**src/ddr3_cfg_pkg.sv**
```systemverilog
`default_nettype none

package ddr3_cfg_pkg;

  // Device geometry, one 32-bit word per column
  localparam int DDR_ROW_BITS = 13;
  localparam int DDR_BANK_BITS = 3;
  localparam int DDR_COL_BITS = 8;
  localparam int WORD_ADDR_BITS = DDR_ROW_BITS + DDR_BANK_BITS + DDR_COL_BITS;
  localparam int DATA_WIDTH = 32;

  // Timing, in controller clock cycles
  localparam int T_INIT = 20;
  localparam int T_RCD = 3;
  localparam int T_WR = 3;
  localparam int T_RP = 3;

  // Row in the upper bits, column in the lower bits
  typedef struct packed {
    logic [DDR_ROW_BITS-1:0]  row;
    logic [DDR_BANK_BITS-1:0] bank;
    logic [DDR_COL_BITS-1:0]  col;
  } ddr_rbc_t;

  typedef union packed {
    logic [WORD_ADDR_BITS-1:0] flat;
    ddr_rbc_t                  rbc;
  } ddr_addr_u;

  typedef struct packed {
    logic                     cs_n;
    logic                     ras_n;
    logic                     cas_n;
    logic                     we_n;
    logic [DDR_BANK_BITS-1:0] bank;
    logic [DDR_ROW_BITS-1:0]  addr;
  } dfi_cmd_t;

  // {cs_n, ras_n, cas_n, we_n}
  localparam logic [3:0] DFI_NOP = 4'b0111;
  localparam logic [3:0] DFI_MRS = 4'b0000;
  localparam logic [3:0] DFI_ACT = 4'b0011;
  localparam logic [3:0] DFI_RD = 4'b0101;
  localparam logic [3:0] DFI_WR = 4'b0100;
  localparam logic [3:0] DFI_PRE = 4'b0010;

  function automatic dfi_cmd_t dfi_cmd(input logic [3:0] strobes,
                                       input logic [DDR_BANK_BITS-1:0] bank,
                                       input logic [DDR_ROW_BITS-1:0] addr);
    dfi_cmd_t c;
    {c.cs_n, c.ras_n, c.cas_n, c.we_n} = strobes;
    c.bank = bank;
    c.addr = addr;
    return c;
  endfunction

endpackage

`default_nettype wire

```
**src/memreq_pkg.sv**
```systemverilog
`default_nettype none

package memreq_pkg;

  import ddr3_cfg_pkg::*;

  // First byte of every command frame
  typedef enum logic [7:0] {
    OP_WRITE = 8'h01,
    OP_READ  = 8'h02
  } mem_op_e;

  // Opcode, three address bytes, then four data bytes for a write
  localparam int FRAME_LEN_RD = 4;
  localparam int FRAME_LEN_WR = 8;

  typedef struct packed {
    logic                  write;
    ddr_addr_u             addr;
    logic [DATA_WIDTH-1:0] wdata;
  } mem_req_t;

  // One word returned by a read
  typedef struct packed {
    logic [DATA_WIDTH-1:0] data;
  } rd_word_t;

endpackage

`default_nettype wire

```
**src/memreq_parser.sv**
```systemverilog
`timescale 1ns/10ps
`default_nettype none

module memreq_parser
  import ddr3_cfg_pkg::*;
  import memreq_pkg::*;
(
  input  wire            clock,
  input  wire            rst_n_i,
  input  wire            s_tvalid_i,
  output logic           s_tready_o,
  input  wire            s_tlast_i,
  input  wire      [7:0] s_tdata_i,
  input  wire            busy_i,
  output logic           req_stb_o,
  output mem_req_t       req_o
);

  localparam int SR_W = WORD_ADDR_BITS + DATA_WIDTH;

  logic [3:0]      byte_cnt;
  logic [7:0]      op_q;
  logic [SR_W-1:0] sr_q;
  logic [SR_W-1:0] sr_next;
  logic            req_vld;
  logic            beat;
  logic            frame_ok;

  assign beat = s_tvalid_i && s_tready_o;
  assign sr_next = {sr_q[SR_W-9:0], s_tdata_i};

  // Hold off the stream while a request waits or the sequencer works
  assign s_tready_o = !req_vld && !busy_i;
  assign req_stb_o = req_vld && !busy_i;

  // Only valid on the beat carrying tlast
  always_comb begin
    frame_ok = 1'b0;
    if (op_q == OP_WRITE && byte_cnt == 4'(FRAME_LEN_WR - 1)) begin
      frame_ok = 1'b1;
    end
    if (op_q == OP_READ && byte_cnt == 4'(FRAME_LEN_RD - 1)) begin
      frame_ok = 1'b1;
    end
  end

  always_ff @(posedge clock or negedge rst_n_i) begin
    if (!rst_n_i) begin
      byte_cnt <= '0;
      req_vld  <= 1'b0;
    end else begin
      if (req_stb_o) begin
        req_vld <= 1'b0;
      end
      if (beat) begin
        if (s_tlast_i) begin
          byte_cnt <= '0;
          req_vld  <= frame_ok;
        end else if (byte_cnt != 4'hf) begin
          // Saturate so that long frames never match a valid length
          byte_cnt <= byte_cnt + 4'd1;
        end
      end
    end
  end

  always_ff @(posedge clock) begin
    if (beat) begin
      if (byte_cnt == 4'd0) begin
        op_q <= s_tdata_i;
      end else begin
        sr_q <= sr_next;
      end
    end
    if (beat && s_tlast_i && frame_ok) begin
      req_o.write <= (op_q == OP_WRITE);
      req_o.wdata <= sr_next[DATA_WIDTH-1:0];
      if (op_q == OP_WRITE) begin
        req_o.addr.flat <= sr_next[SR_W-1 -: WORD_ADDR_BITS];
      end else begin
        req_o.addr.flat <= sr_next[WORD_ADDR_BITS-1:0];
      end
    end
  end

endmodule

`default_nettype wire

```
**src/ddr3_cmd_seq.sv**
```systemverilog
`timescale 1ns/10ps
`default_nettype none

module ddr3_cmd_seq
  import ddr3_cfg_pkg::*;
  import memreq_pkg::*;
#(
  parameter int DDR_CL  = 6,
  parameter int DDR_CWL = 6
) (
  input  wire                   clock,
  input  wire                   rst_n_i,
  input  wire                   req_stb_i,
  input  wire mem_req_t         req_i,
  output logic                  busy_o,
  input  wire                   ser_idle_i,
  output logic                  configured_o,
  output logic                  dfi_cke_o,
  output dfi_cmd_t              dfi_cmd_o,
  output logic                  dfi_wren_o,
  output logic [DATA_WIDTH-1:0] dfi_wdata_o,
  output logic                  dfi_rden_o,
  input  wire                   dfi_rvld_i,
  input  wire  [DATA_WIDTH-1:0] dfi_rdata_i,
  output logic                  rd_stb_o,
  output rd_word_t              rd_word_o
);

  // CAS latency field of MR0 sits in A[6:4]
  localparam logic [DDR_ROW_BITS-1:0] MRS_ADDR = DDR_ROW_BITS'((DDR_CL - 4) << 4);

  typedef enum logic [3:0] {
    ST_INIT,
    ST_MRS,
    ST_IDLE,
    ST_ACT,
    ST_CDLY,
    ST_WLAT,
    ST_WREC,
    ST_RWAIT,
    ST_PRE
  } seq_state_e;

  seq_state_e              state_q;
  logic [7:0]              cnt_q;
  mem_req_t                req_q;
  logic [DDR_ROW_BITS-1:0] col_addr;

  assign col_addr = {{(DDR_ROW_BITS - DDR_COL_BITS){1'b0}}, req_q.addr.rbc.col};

  // Read requests also wait for the serializer to drain
  assign busy_o = (state_q != ST_IDLE) || !ser_idle_i;

  always_ff @(posedge clock or negedge rst_n_i) begin
    if (!rst_n_i) begin
      state_q      <= ST_INIT;
      cnt_q        <= 8'(T_INIT - 1);
      dfi_cke_o    <= 1'b0;
      configured_o <= 1'b0;
      dfi_cmd_o    <= dfi_cmd(DFI_NOP, '0, '0);
      dfi_wren_o   <= 1'b0;
      dfi_rden_o   <= 1'b0;
      rd_stb_o     <= 1'b0;
    end else begin
      dfi_cmd_o  <= dfi_cmd(DFI_NOP, '0, '0);
      dfi_wren_o <= 1'b0;
      dfi_rden_o <= 1'b0;
      rd_stb_o   <= 1'b0;
      case (state_q)
        ST_INIT: begin
          if (cnt_q != 8'd0) begin
            cnt_q <= cnt_q - 8'd1;
          end else if (!dfi_cke_o) begin
            dfi_cke_o <= 1'b1;
          end else begin
            dfi_cmd_o <= dfi_cmd(DFI_MRS, '0, MRS_ADDR);
            state_q   <= ST_MRS;
          end
        end
        ST_MRS: begin
          configured_o <= 1'b1;
          state_q      <= ST_IDLE;
        end
        ST_IDLE: begin
          if (req_stb_i) begin
            dfi_cmd_o <= dfi_cmd(DFI_ACT, req_i.addr.rbc.bank, req_i.addr.rbc.row);
            state_q   <= ST_ACT;
          end
        end
        ST_ACT: begin
          cnt_q   <= 8'(T_RCD - 2);
          state_q <= ST_CDLY;
        end
        ST_CDLY: begin
          if (cnt_q != 8'd0) begin
            cnt_q <= cnt_q - 8'd1;
          end else if (req_q.write) begin
            dfi_cmd_o <= dfi_cmd(DFI_WR, req_q.addr.rbc.bank, col_addr);
            cnt_q     <= 8'(DDR_CWL - 1);
            state_q   <= ST_WLAT;
          end else begin
            dfi_cmd_o  <= dfi_cmd(DFI_RD, req_q.addr.rbc.bank, col_addr);
            dfi_rden_o <= 1'b1;
            state_q    <= ST_RWAIT;
          end
        end
        ST_WLAT: begin
          if (cnt_q != 8'd0) begin
            cnt_q <= cnt_q - 8'd1;
          end else begin
            dfi_wren_o <= 1'b1;
            cnt_q      <= 8'(T_WR - 1);
            state_q    <= ST_WREC;
          end
        end
        ST_WREC: begin
          if (cnt_q != 8'd0) begin
            cnt_q <= cnt_q - 8'd1;
          end else begin
            dfi_cmd_o <= dfi_cmd(DFI_PRE, req_q.addr.rbc.bank, '0);
            cnt_q     <= 8'(T_RP);
            state_q   <= ST_PRE;
          end
        end
        ST_RWAIT: begin
          // Read latency is whatever the PHY returns
          if (dfi_rvld_i) begin
            rd_stb_o  <= 1'b1;
            dfi_cmd_o <= dfi_cmd(DFI_PRE, req_q.addr.rbc.bank, '0);
            cnt_q     <= 8'(T_RP);
            state_q   <= ST_PRE;
          end
        end
        ST_PRE: begin
          if (cnt_q != 8'd0) begin
            cnt_q <= cnt_q - 8'd1;
          end else begin
            state_q <= ST_IDLE;
          end
        end
        default: begin
          state_q <= ST_IDLE;
        end
      endcase
    end
  end

  always_ff @(posedge clock) begin
    if (state_q == ST_IDLE && req_stb_i) begin
      req_q <= req_i;
    end
    if (state_q == ST_WLAT && cnt_q == 8'd0) begin
      dfi_wdata_o <= req_q.wdata;
    end
    if (state_q == ST_RWAIT && dfi_rvld_i) begin
      rd_word_o.data <= dfi_rdata_i;
    end
  end

endmodule

`default_nettype wire

```
**src/rdata_serializer.sv**
```systemverilog
`timescale 1ns/10ps
`default_nettype none

module rdata_serializer
  import ddr3_cfg_pkg::*;
  import memreq_pkg::*;
(
  input  wire            clock,
  input  wire            rst_n_i,
  input  wire            rd_stb_i,
  input  wire rd_word_t  rd_word_i,
  output logic           m_tvalid_o,
  input  wire            m_tready_i,
  output logic           m_tlast_o,
  output logic     [7:0] m_tdata_o,
  output logic           idle_o
);

  localparam int NBYTES = DATA_WIDTH / 8;

  logic [DATA_WIDTH-1:0] sr_q;
  logic [1:0]            byte_cnt;
  logic                  vld_q;

  // MSB goes out first
  assign m_tdata_o = sr_q[DATA_WIDTH-1 -: 8];
  assign m_tlast_o = (byte_cnt == 2'(NBYTES - 1));
  assign m_tvalid_o = vld_q;
  assign idle_o = !vld_q;

  always_ff @(posedge clock or negedge rst_n_i) begin
    if (!rst_n_i) begin
      vld_q    <= 1'b0;
      byte_cnt <= '0;
    end else if (rd_stb_i) begin
      vld_q    <= 1'b1;
      byte_cnt <= '0;
    end else if (vld_q && m_tready_i) begin
      if (m_tlast_o) begin
        vld_q <= 1'b0;
      end else begin
        byte_cnt <= byte_cnt + 2'd1;
      end
    end
  end

  always_ff @(posedge clock) begin
    if (rd_stb_i) begin
      sr_q <= rd_word_i.data;
    end else if (vld_q && m_tready_i) begin
      sr_q <= {sr_q[DATA_WIDTH-9:0], 8'h00};
    end
  end

endmodule

`default_nettype wire

```
**src/ddr3_top.sv**
```systemverilog
`timescale 1ns/10ps
`default_nettype none

module ddr3_top
  import ddr3_cfg_pkg::*;
  import memreq_pkg::*;
#(
  // CAS and CAS-write latency, 5 to 8
  parameter int DDR_CL  = 6,
  parameter int DDR_CWL = 6
) (
  input  wire                   clock,
  input  wire                   rst_n_i,
  output logic                  configured_o,

  // Command frames in
  input  wire                   s_tvalid_i,
  output logic                  s_tready_o,
  input  wire                   s_tlast_i,
  input  wire  [7:0]            s_tdata_i,

  // Read data out
  output logic                  m_tvalid_o,
  input  wire                   m_tready_i,
  output logic                  m_tlast_o,
  output logic [7:0]            m_tdata_o,

  // DFI command and data port
  output logic                  dfi_cke_o,
  output dfi_cmd_t              dfi_cmd_o,
  output logic                  dfi_wren_o,
  output logic [DATA_WIDTH-1:0] dfi_wdata_o,
  output logic                  dfi_rden_o,
  input  wire                   dfi_rvld_i,
  input  wire  [DATA_WIDTH-1:0] dfi_rdata_i
);

  logic     req_stb;
  mem_req_t req;
  logic     busy;
  logic     rd_stb;
  rd_word_t rd_word;
  logic     ser_idle;

  memreq_parser u_parser (
    .clock     (clock),
    .rst_n_i   (rst_n_i),
    .s_tvalid_i(s_tvalid_i),
    .s_tready_o(s_tready_o),
    .s_tlast_i (s_tlast_i),
    .s_tdata_i (s_tdata_i),
    .busy_i    (busy),
    .req_stb_o (req_stb),
    .req_o     (req)
  );

  ddr3_cmd_seq #(
    .DDR_CL (DDR_CL),
    .DDR_CWL(DDR_CWL)
  ) u_cmd_seq (
    .clock       (clock),
    .rst_n_i     (rst_n_i),
    .req_stb_i   (req_stb),
    .req_i       (req),
    .busy_o      (busy),
    .ser_idle_i  (ser_idle),
    .configured_o(configured_o),
    .dfi_cke_o   (dfi_cke_o),
    .dfi_cmd_o   (dfi_cmd_o),
    .dfi_wren_o  (dfi_wren_o),
    .dfi_wdata_o (dfi_wdata_o),
    .dfi_rden_o  (dfi_rden_o),
    .dfi_rvld_i  (dfi_rvld_i),
    .dfi_rdata_i (dfi_rdata_i),
    .rd_stb_o    (rd_stb),
    .rd_word_o   (rd_word)
  );

  rdata_serializer u_serializer (
    .clock     (clock),
    .rst_n_i   (rst_n_i),
    .rd_stb_i  (rd_stb),
    .rd_word_i (rd_word),
    .m_tvalid_o(m_tvalid_o),
    .m_tready_i(m_tready_i),
    .m_tlast_o (m_tlast_o),
    .m_tdata_o (m_tdata_o),
    .idle_o    (ser_idle)
  );

endmodule

`default_nettype wire

```
**config.mk**
```make
export PLATFORM = sky130hd
export DESIGN_NAME = ddr3_top
export DESIGN_NICKNAME = d
export VERILOG_FILES = /design/src/ddr3_cfg_pkg.sv /design/src/memreq_pkg.sv /design/src/memreq_parser.sv /design/src/ddr3_cmd_seq.sv /design/src/rdata_serializer.sv /design/src/ddr3_top.sv
export SDC_FILE = /design/constraint.sdc
export NUM_CORES = 1
export LEC_CHECK = 0
export BUFFER_PORTS_ARGS = -buffer_cell sky130_fd_sc_hd__buf_4
export CORE_ASPECT_RATIO = 0.8
export CORE_MARGIN = 10
export CORE_UTILIZATION = 55
export DETAILED_ROUTE_END_ITERATION = 10
export MAX_ROUTING_LAYER = met4
export PLACE_DENSITY = 0.76
export SLEW_MARGIN = 20
export SYNTH_ARGS = -nofsm -noshare
export SYNTH_HDL_FRONTEND = slang
export SYNTH_SLANG_ARGS = --single-unit
```
**constraint.sdc**
```tcl
create_clock -name clock -period 6.7 [get_ports clock]
set_input_delay 1.34 -clock clock [delete_from_list [all_inputs] [get_ports clock]]
set_output_delay 1.34 -clock clock [all_outputs]
set_load 0.05 [all_outputs]
```
# Word level (Yosys, flattened, before mapping)
# Cells that the tools add are included.
[classes] addsub=3 n_eq_ne=26 muxes=48 n_bitwise=2 reduce_logical=31
[op_table] operator="case mux 20 bit (5 select lines)" n=1
[op_table] operator="2-to-1 mux 19 bit" n=4
[op_table] operator="2-to-1 mux 32 bit" n=2
[op_table] operator="2-to-1 mux 8 bit" n=6
[op_table] operator="case mux 8 bit (6 select lines)" n=1
[op_table] operator="2-to-1 mux 20 bit" n=2
[op_table] operator="2-to-1 mux 4 bit" n=10
[op_table] operator="case mux 4 bit (8 select lines)" n=1
[op_table] operator="2-to-1 mux 24 bit" n=1
[op_table] operator="equality test 4 x 3 -> 1 bit, second input constant" n=5
[op_table] operator="2-to-1 mux 17 bit" n=1
[op_table] operator="2-to-1 mux 1 bit" n=15
[op_table] operator="equality test 4 x 2 -> 1 bit, second input constant" n=3
[op_table] operator="inequality test 2 bit, second input constant" n=6
[op_table] operator="AND reduction 2 bit" n=6
[op_table] operator="logical AND 1 bit" n=11
[op_table] operator="equality test 8 x 1 -> 1 bit, second input constant" n=1
[op_table] operator="equality test 8 x 2 -> 1 bit, second input constant" n=1
[op_table] operator="zero test 4 bit" n=2
[op_table] operator="zero test 8 bit" n=1
[op_table] operator="2-to-1 mux 2 bit" n=4
[op_table] operator="inequality test 2 x 1 -> 1 bit, second input constant" n=4
[op_table] operator="AND reduction 8 bit" n=1
[op_table] operator="nonzero test 8 bit" n=1
[op_table] operator="16 further kinds" n=20
[totals] regBits=298 in_bits=46

# Logic depth before layout (Yosys ltp)
[depth] depth_word=7 ltp_mapped=8 ltp_nobuf=7

# Hierarchy
# A second synthesis with hierarchy kept.
[hier_totals] cells_unflattened=568 hier_area_um2=10821.6
[modules_own_cells] module="ddr3_cmd_seq" instances=1 cells_per_inst=297 area_each_um2=5132.4
[modules_own_cells] module="memreq_parser" instances=1 cells_per_inst=180 area_each_um2=4139.0
[modules_own_cells] module="rdata_serializer" instances=1 cells_per_inst=91 area_each_um2=1550.2

# Worst setup path before layout
# OpenSTA, ideal clock, no wires.
[synth_timing] path_kind="register to register" start="register u_cmd_seq.state_q[2]" end="register u_parser.req_o[0] (netlist name), enable pin" setup_ns=0.505 arrival_ns=5.270 slack_ns=0.925 stages_incl_launch_ff=6 synth_period_minus_slack_ns=5.775 cell_sequence="dfrtp_1 clkbuf_1 or4b_1 nor3_2 nand2_1 nor4_2"
[synth_between] elab_chain_cells=7
[synth_lines] element="start, declared" line="ddr3_cmd_seq.sv:44" rtl="seq_state_e state_q;"
[synth_lines] element="start signal, assigned" line="ddr3_cmd_seq.sv:56" rtl="state_q <= ST_INIT;"
[synth_lines] element="start signal, assigned" line="ddr3_cmd_seq.sv:77" rtl="state_q <= ST_MRS;"
[synth_lines] element="start signal, assigned" line="ddr3_cmd_seq.sv:82" rtl="state_q <= ST_IDLE;"
[synth_lines] element="inequality test 4 x 2 -> 1 bit" line="ddr3_cmd_seq.sv:52" rtl="assign busy_o = (state_q != ST_IDLE) || !ser_idle_i;"
[synth_lines] element="logical OR 1 bit" line="ddr3_cmd_seq.sv:52"
[synth_lines] element="zero test 1 bit" line="memreq_parser.sv:33" rtl="assign s_tready_o = !req_vld && !busy_i;"
[synth_lines] element="logical AND 1 bit" line="memreq_parser.sv:33"
[synth_lines] element="net s_tready_o" line="ddr3_top.sv:18" rtl="output logic s_tready_o,"
[synth_lines] element="logical AND 1 bit" line="memreq_parser.sv:29" rtl="assign beat = s_tvalid_i && s_tready_o;"
[synth_lines] element="logical AND 1 bit (2 in a row)" line="memreq_parser.sv:75" rtl="if (beat && s_tlast_i && frame_ok) begin"
[synth_lines] element="end, declared" line="memreq_parser.sv:16" rtl="output mem_req_t req_o"
# The timed path passes the listed nets, and every way through them passes these cells.
# A chain may end at the register's enable or synchronous reset.

# Worst setup path after layout
[layout_timing] start="register u_cmd_seq.state_q[0]" end="output port s_tready_o"
[layout_between] elab_chain_cells=4
[layout_lines] element="inequality test 4 x 2 -> 1 bit" line="ddr3_cmd_seq.sv:52"
[layout_lines] element="logical OR 1 bit" line="ddr3_cmd_seq.sv:52"
[layout_lines] element="zero test 1 bit" line="memreq_parser.sv:33"
[layout_lines] element="logical AND 1 bit" line="memreq_parser.sv:33"
[layout_lines] element="end, declared" line="ddr3_top.sv:18"
# Every way passes these cells.

==> impl_metrics.py <==
metrics = {
    "sta": {
        "period_needed_ps": 3820,
        "rsz0062_at_grt": "no",
        "fin_crit_sh_pct": 57.1,
        "setup_viol": 0,
        "worst_pin_slew_ps": 775,
        "report.final.slew_viol_count": 0,
        "fmax_mhz": 262,
        "slew-limit-headroom_pct": 48.2,
        "finalWorstSetupSlack_ps": 2880,
        "finalHoldViolCount": 0,
        "tns_ps": 0,
        "fin_skew_ps": 28.2,
    },
    "global_route": {
        "track_usage_pct": 15.9,
        "grt_overflow": 0,
        "grt_antenna_before_repair": 0,
        "grt_max_degree": 61,
        "grt_pass1_vias": 5492,
        "grt_pass1_wl_um": 30800,
    },
    "route": {
        "antenna_left": 0,
        "first_pass_iters": 4,
        "drc_errors": 0,
        "avgRoutedWirePerCell_um": 19.8,
        "vias": 5534,
        "drtIter0Drc": 524,
        "wirelength_um": 20100,
        "viasPerCell": 5.45,
    },
    "finish": {
        "nets": 787,
        "post-route-cell-area_mm2": 0.0127,
        "num_antenna_cells": 0,
        "layout_commonest_cell": "edfxtp_1",
        "area_growth_pct": 19.4,
        "drive_above_1_share_pct": 27.6,
        "final_cell_mix": "edfxtp_1, buf_4, nand2_1, dfrtp_1, clkbuf_16",
        "fillerInstances": 1274,
    },
    "floorplanning": {
        "ioPinCount": 113,
        "num_rows": 45,
        "die_w_um": 175,
        "die_h_um": 144,
        "core_mm2": 0.0190,
        "initial_core_util_pct": 56.1,
        "die_area_mm2": 0.0253,
    },
    "clock_network": {
        "ctsResizeCount": 0,
        "htree_levels": 1,
        "clock-sinks": 297,
        "insertion_delay_ps": 530,
        "cts_hold_buf": 0,
        "cts.path.max_buffers": 3,
        "numCtsBuffers": 27,
        "cts-root-buf": "clkbuf_16",
        "cts_tree": "built",
        "cts_setup_buffers": 0,
        "clk_pin_slew_worst_paths_ps": 60,
    },
    "worst_setup_path": {
        "crit_path_end_kind": "primary output",
        "rrSetupSlack_ps": 3580,
        "startpoint_type": "flop",
        "r2r_cells": 5,
        "crit_required_ps": 5360,
        "crit_type": "flop to primary output",
        "path_max_fanout": 25,
        "arrival_ps": 2480,
    },
    "logic_synthesis": {
        "synth_edf_count": 253,
        "ys_ff_latch": 297,
        "synth_ff_type": "edfxtp_1",
        "seq_area_frac_synth_pct": 81.8,
        "synth_xor_area_share_pct": 0.0823,
        "synth_top_family_by_area": "simple AND/OR/NAND/NOR gates",
        "avgSynthCellArea_um2": 17.3,
        "netlist_area_mm2": 0.0106,
        "synth_fa_ha_area_share_pct": 0.471,
        "muxShareOfSynthArea_pct": 2.73,
        "synth-compound-area-share_pct": 5.28,
        "synth-simple-area-share_pct": 7.63,
        "ys_async_sr_fraction_pct": 14.8,
        "synthDistinctLibCells": 60,
        "syn-instance-count": 615,
        "yosys_warnings": 0,
        "synthesis.nets": 665,
    },
    "power_and_ir_drop": {
        "p_leak_uw": 0.00472,
        "peakVddDrop_v": 0.000212,
        "powerDensity_mw_per_mm2": 385,
    },
    "run": {
        "cap_violations": 0,
    },
    "place": {
        "io_buffers": 111,
        "place_congestion": 0.812,
        "place_ws_ps": 3470,
        "hpwl_um": 12600,
        "place_area_mm2": 0.0117,
    },
    "min_path": {
        "whs_path_depth": 0,
        "hp-class": "flop to flop",
    },
    "run_status": {
        "status": "finished clean",
    },
}
[through the flow]
| step | instances | power [µW] | hold WS (ps) | utilization (%) |
|---|---|---|---|---|
| after global routing | 1016 | 5080 | 420 | 66.9 |
| after global placement | 966 | 3250 | 401 | 61.9 |
| final | 1016 | 4880 | 413 | 66.9 |
| after detailed placement | 966 | 3280 | 405 | 61.9 |
| after CTS | 1016 | 4910 | 416 | 66.9 |
| after floorplan | 615 | 3030 | 400 | - |
[worst max-delay path: stages (launching register included)]
cell     delay [ps]
dfrtp_1         650
or4b_1          720
nor3_2          310
buf_4           270
[cell families (layout without fill, tap and decap cells)]
logic type               count (synthesis)  count (layout)
multiplexers                            26              26
XOR/XNOR                                 1               1
other                                    1               1
AND/OR/NAND/NOR                        170             170
AO/OA/AOI/OAI                           73              73
buffers and inverters                   43             186
adder cells (fa/ha/maj)                  4               4
flip-flops                             297             297
[cell type report]
cell class,count,area [µm²],area share (%)
Sequential cell,297,8710,68.6
Multi-Input combinational cell,275,1760,13.9
Timing Repair Buffer,120,901,7.09
Clock buffer,30,687,5.41
Tap cell,258,323,2.54
Clock inverter,20,262,2.06
Inverter,16,60.1,0.473
[state kept, by name, indices dropped and copies added, names as in the netlist, 2 cells and up]
signal	flops
u_parser.op_q	8
u_cmd_seq.rd_word_o	32
u_cmd_seq.state_q	4
u_cmd_seq.cnt_q	8
u_cmd_seq.dfi_cmd_o	19
u_serializer.sr_q	32
u_parser.req_o	57
u_serializer.byte_cnt	2
u_parser.byte_cnt	4
u_cmd_seq.dfi_wdata_o	32
u_parser.sr_q	48
u_cmd_seq.col_addr	8
u_cmd_seq.req_q	36
[power by group]
group | switching, µW | internal (µW)
sequential | 140 | 2210
clock | 649 | 974
combinational | 586 | 322
[worst paths after layout]
check                                          start                 endpoint
worst min-delay path               u_parser.req_o[4]       u_cmd_seq.req_q[4]
min in group asynchronous                    rst_n_i       u_cmd_seq.cnt_q[3]
worst max register to register  u_cmd_seq.state_q[0]       u_parser.req_o[54]
worst max-delay path            u_cmd_seq.state_q[0]               s_tready_o
worst min register to register     u_parser.req_o[4]       u_cmd_seq.req_q[4]
max in group asynchronous                    rst_n_i  u_cmd_seq.dfi_cmd_o[11]
[synthesized netlist by cell type (all sizes together), types with 3 or more instances]
master	number	share of area [%]
a32o	3	0.28
nor2b	6	0.35
nand2	86	3.0
and3	3	0.18
dfrtp	38	8.9
nor2	21	0.74
a22o	13	1.1
a21oi	15	0.71
o211ai	3	0.21
mux2	24	2.5
buf	13	0.86
nand3	9	0.42
nor3	12	0.71
ha	4	0.47
clkbuf	14	0.49
nor4	5	0.35
inv	16	0.56
edfxtp	253	71
dfstp	6	1.5
and2	17	1.0
o21ai	17	0.80
[per-layer routing]
metal	global-route usage (%)	routed length, µm	vias to the layer above
li1	-	-	2549
met1	21.9	9180	2745
met2	24.3	9420	210
met3	2.61	1050	30
met4	4.45	440	0
met5	-	0	-
(Power assumes the default switching activity.)
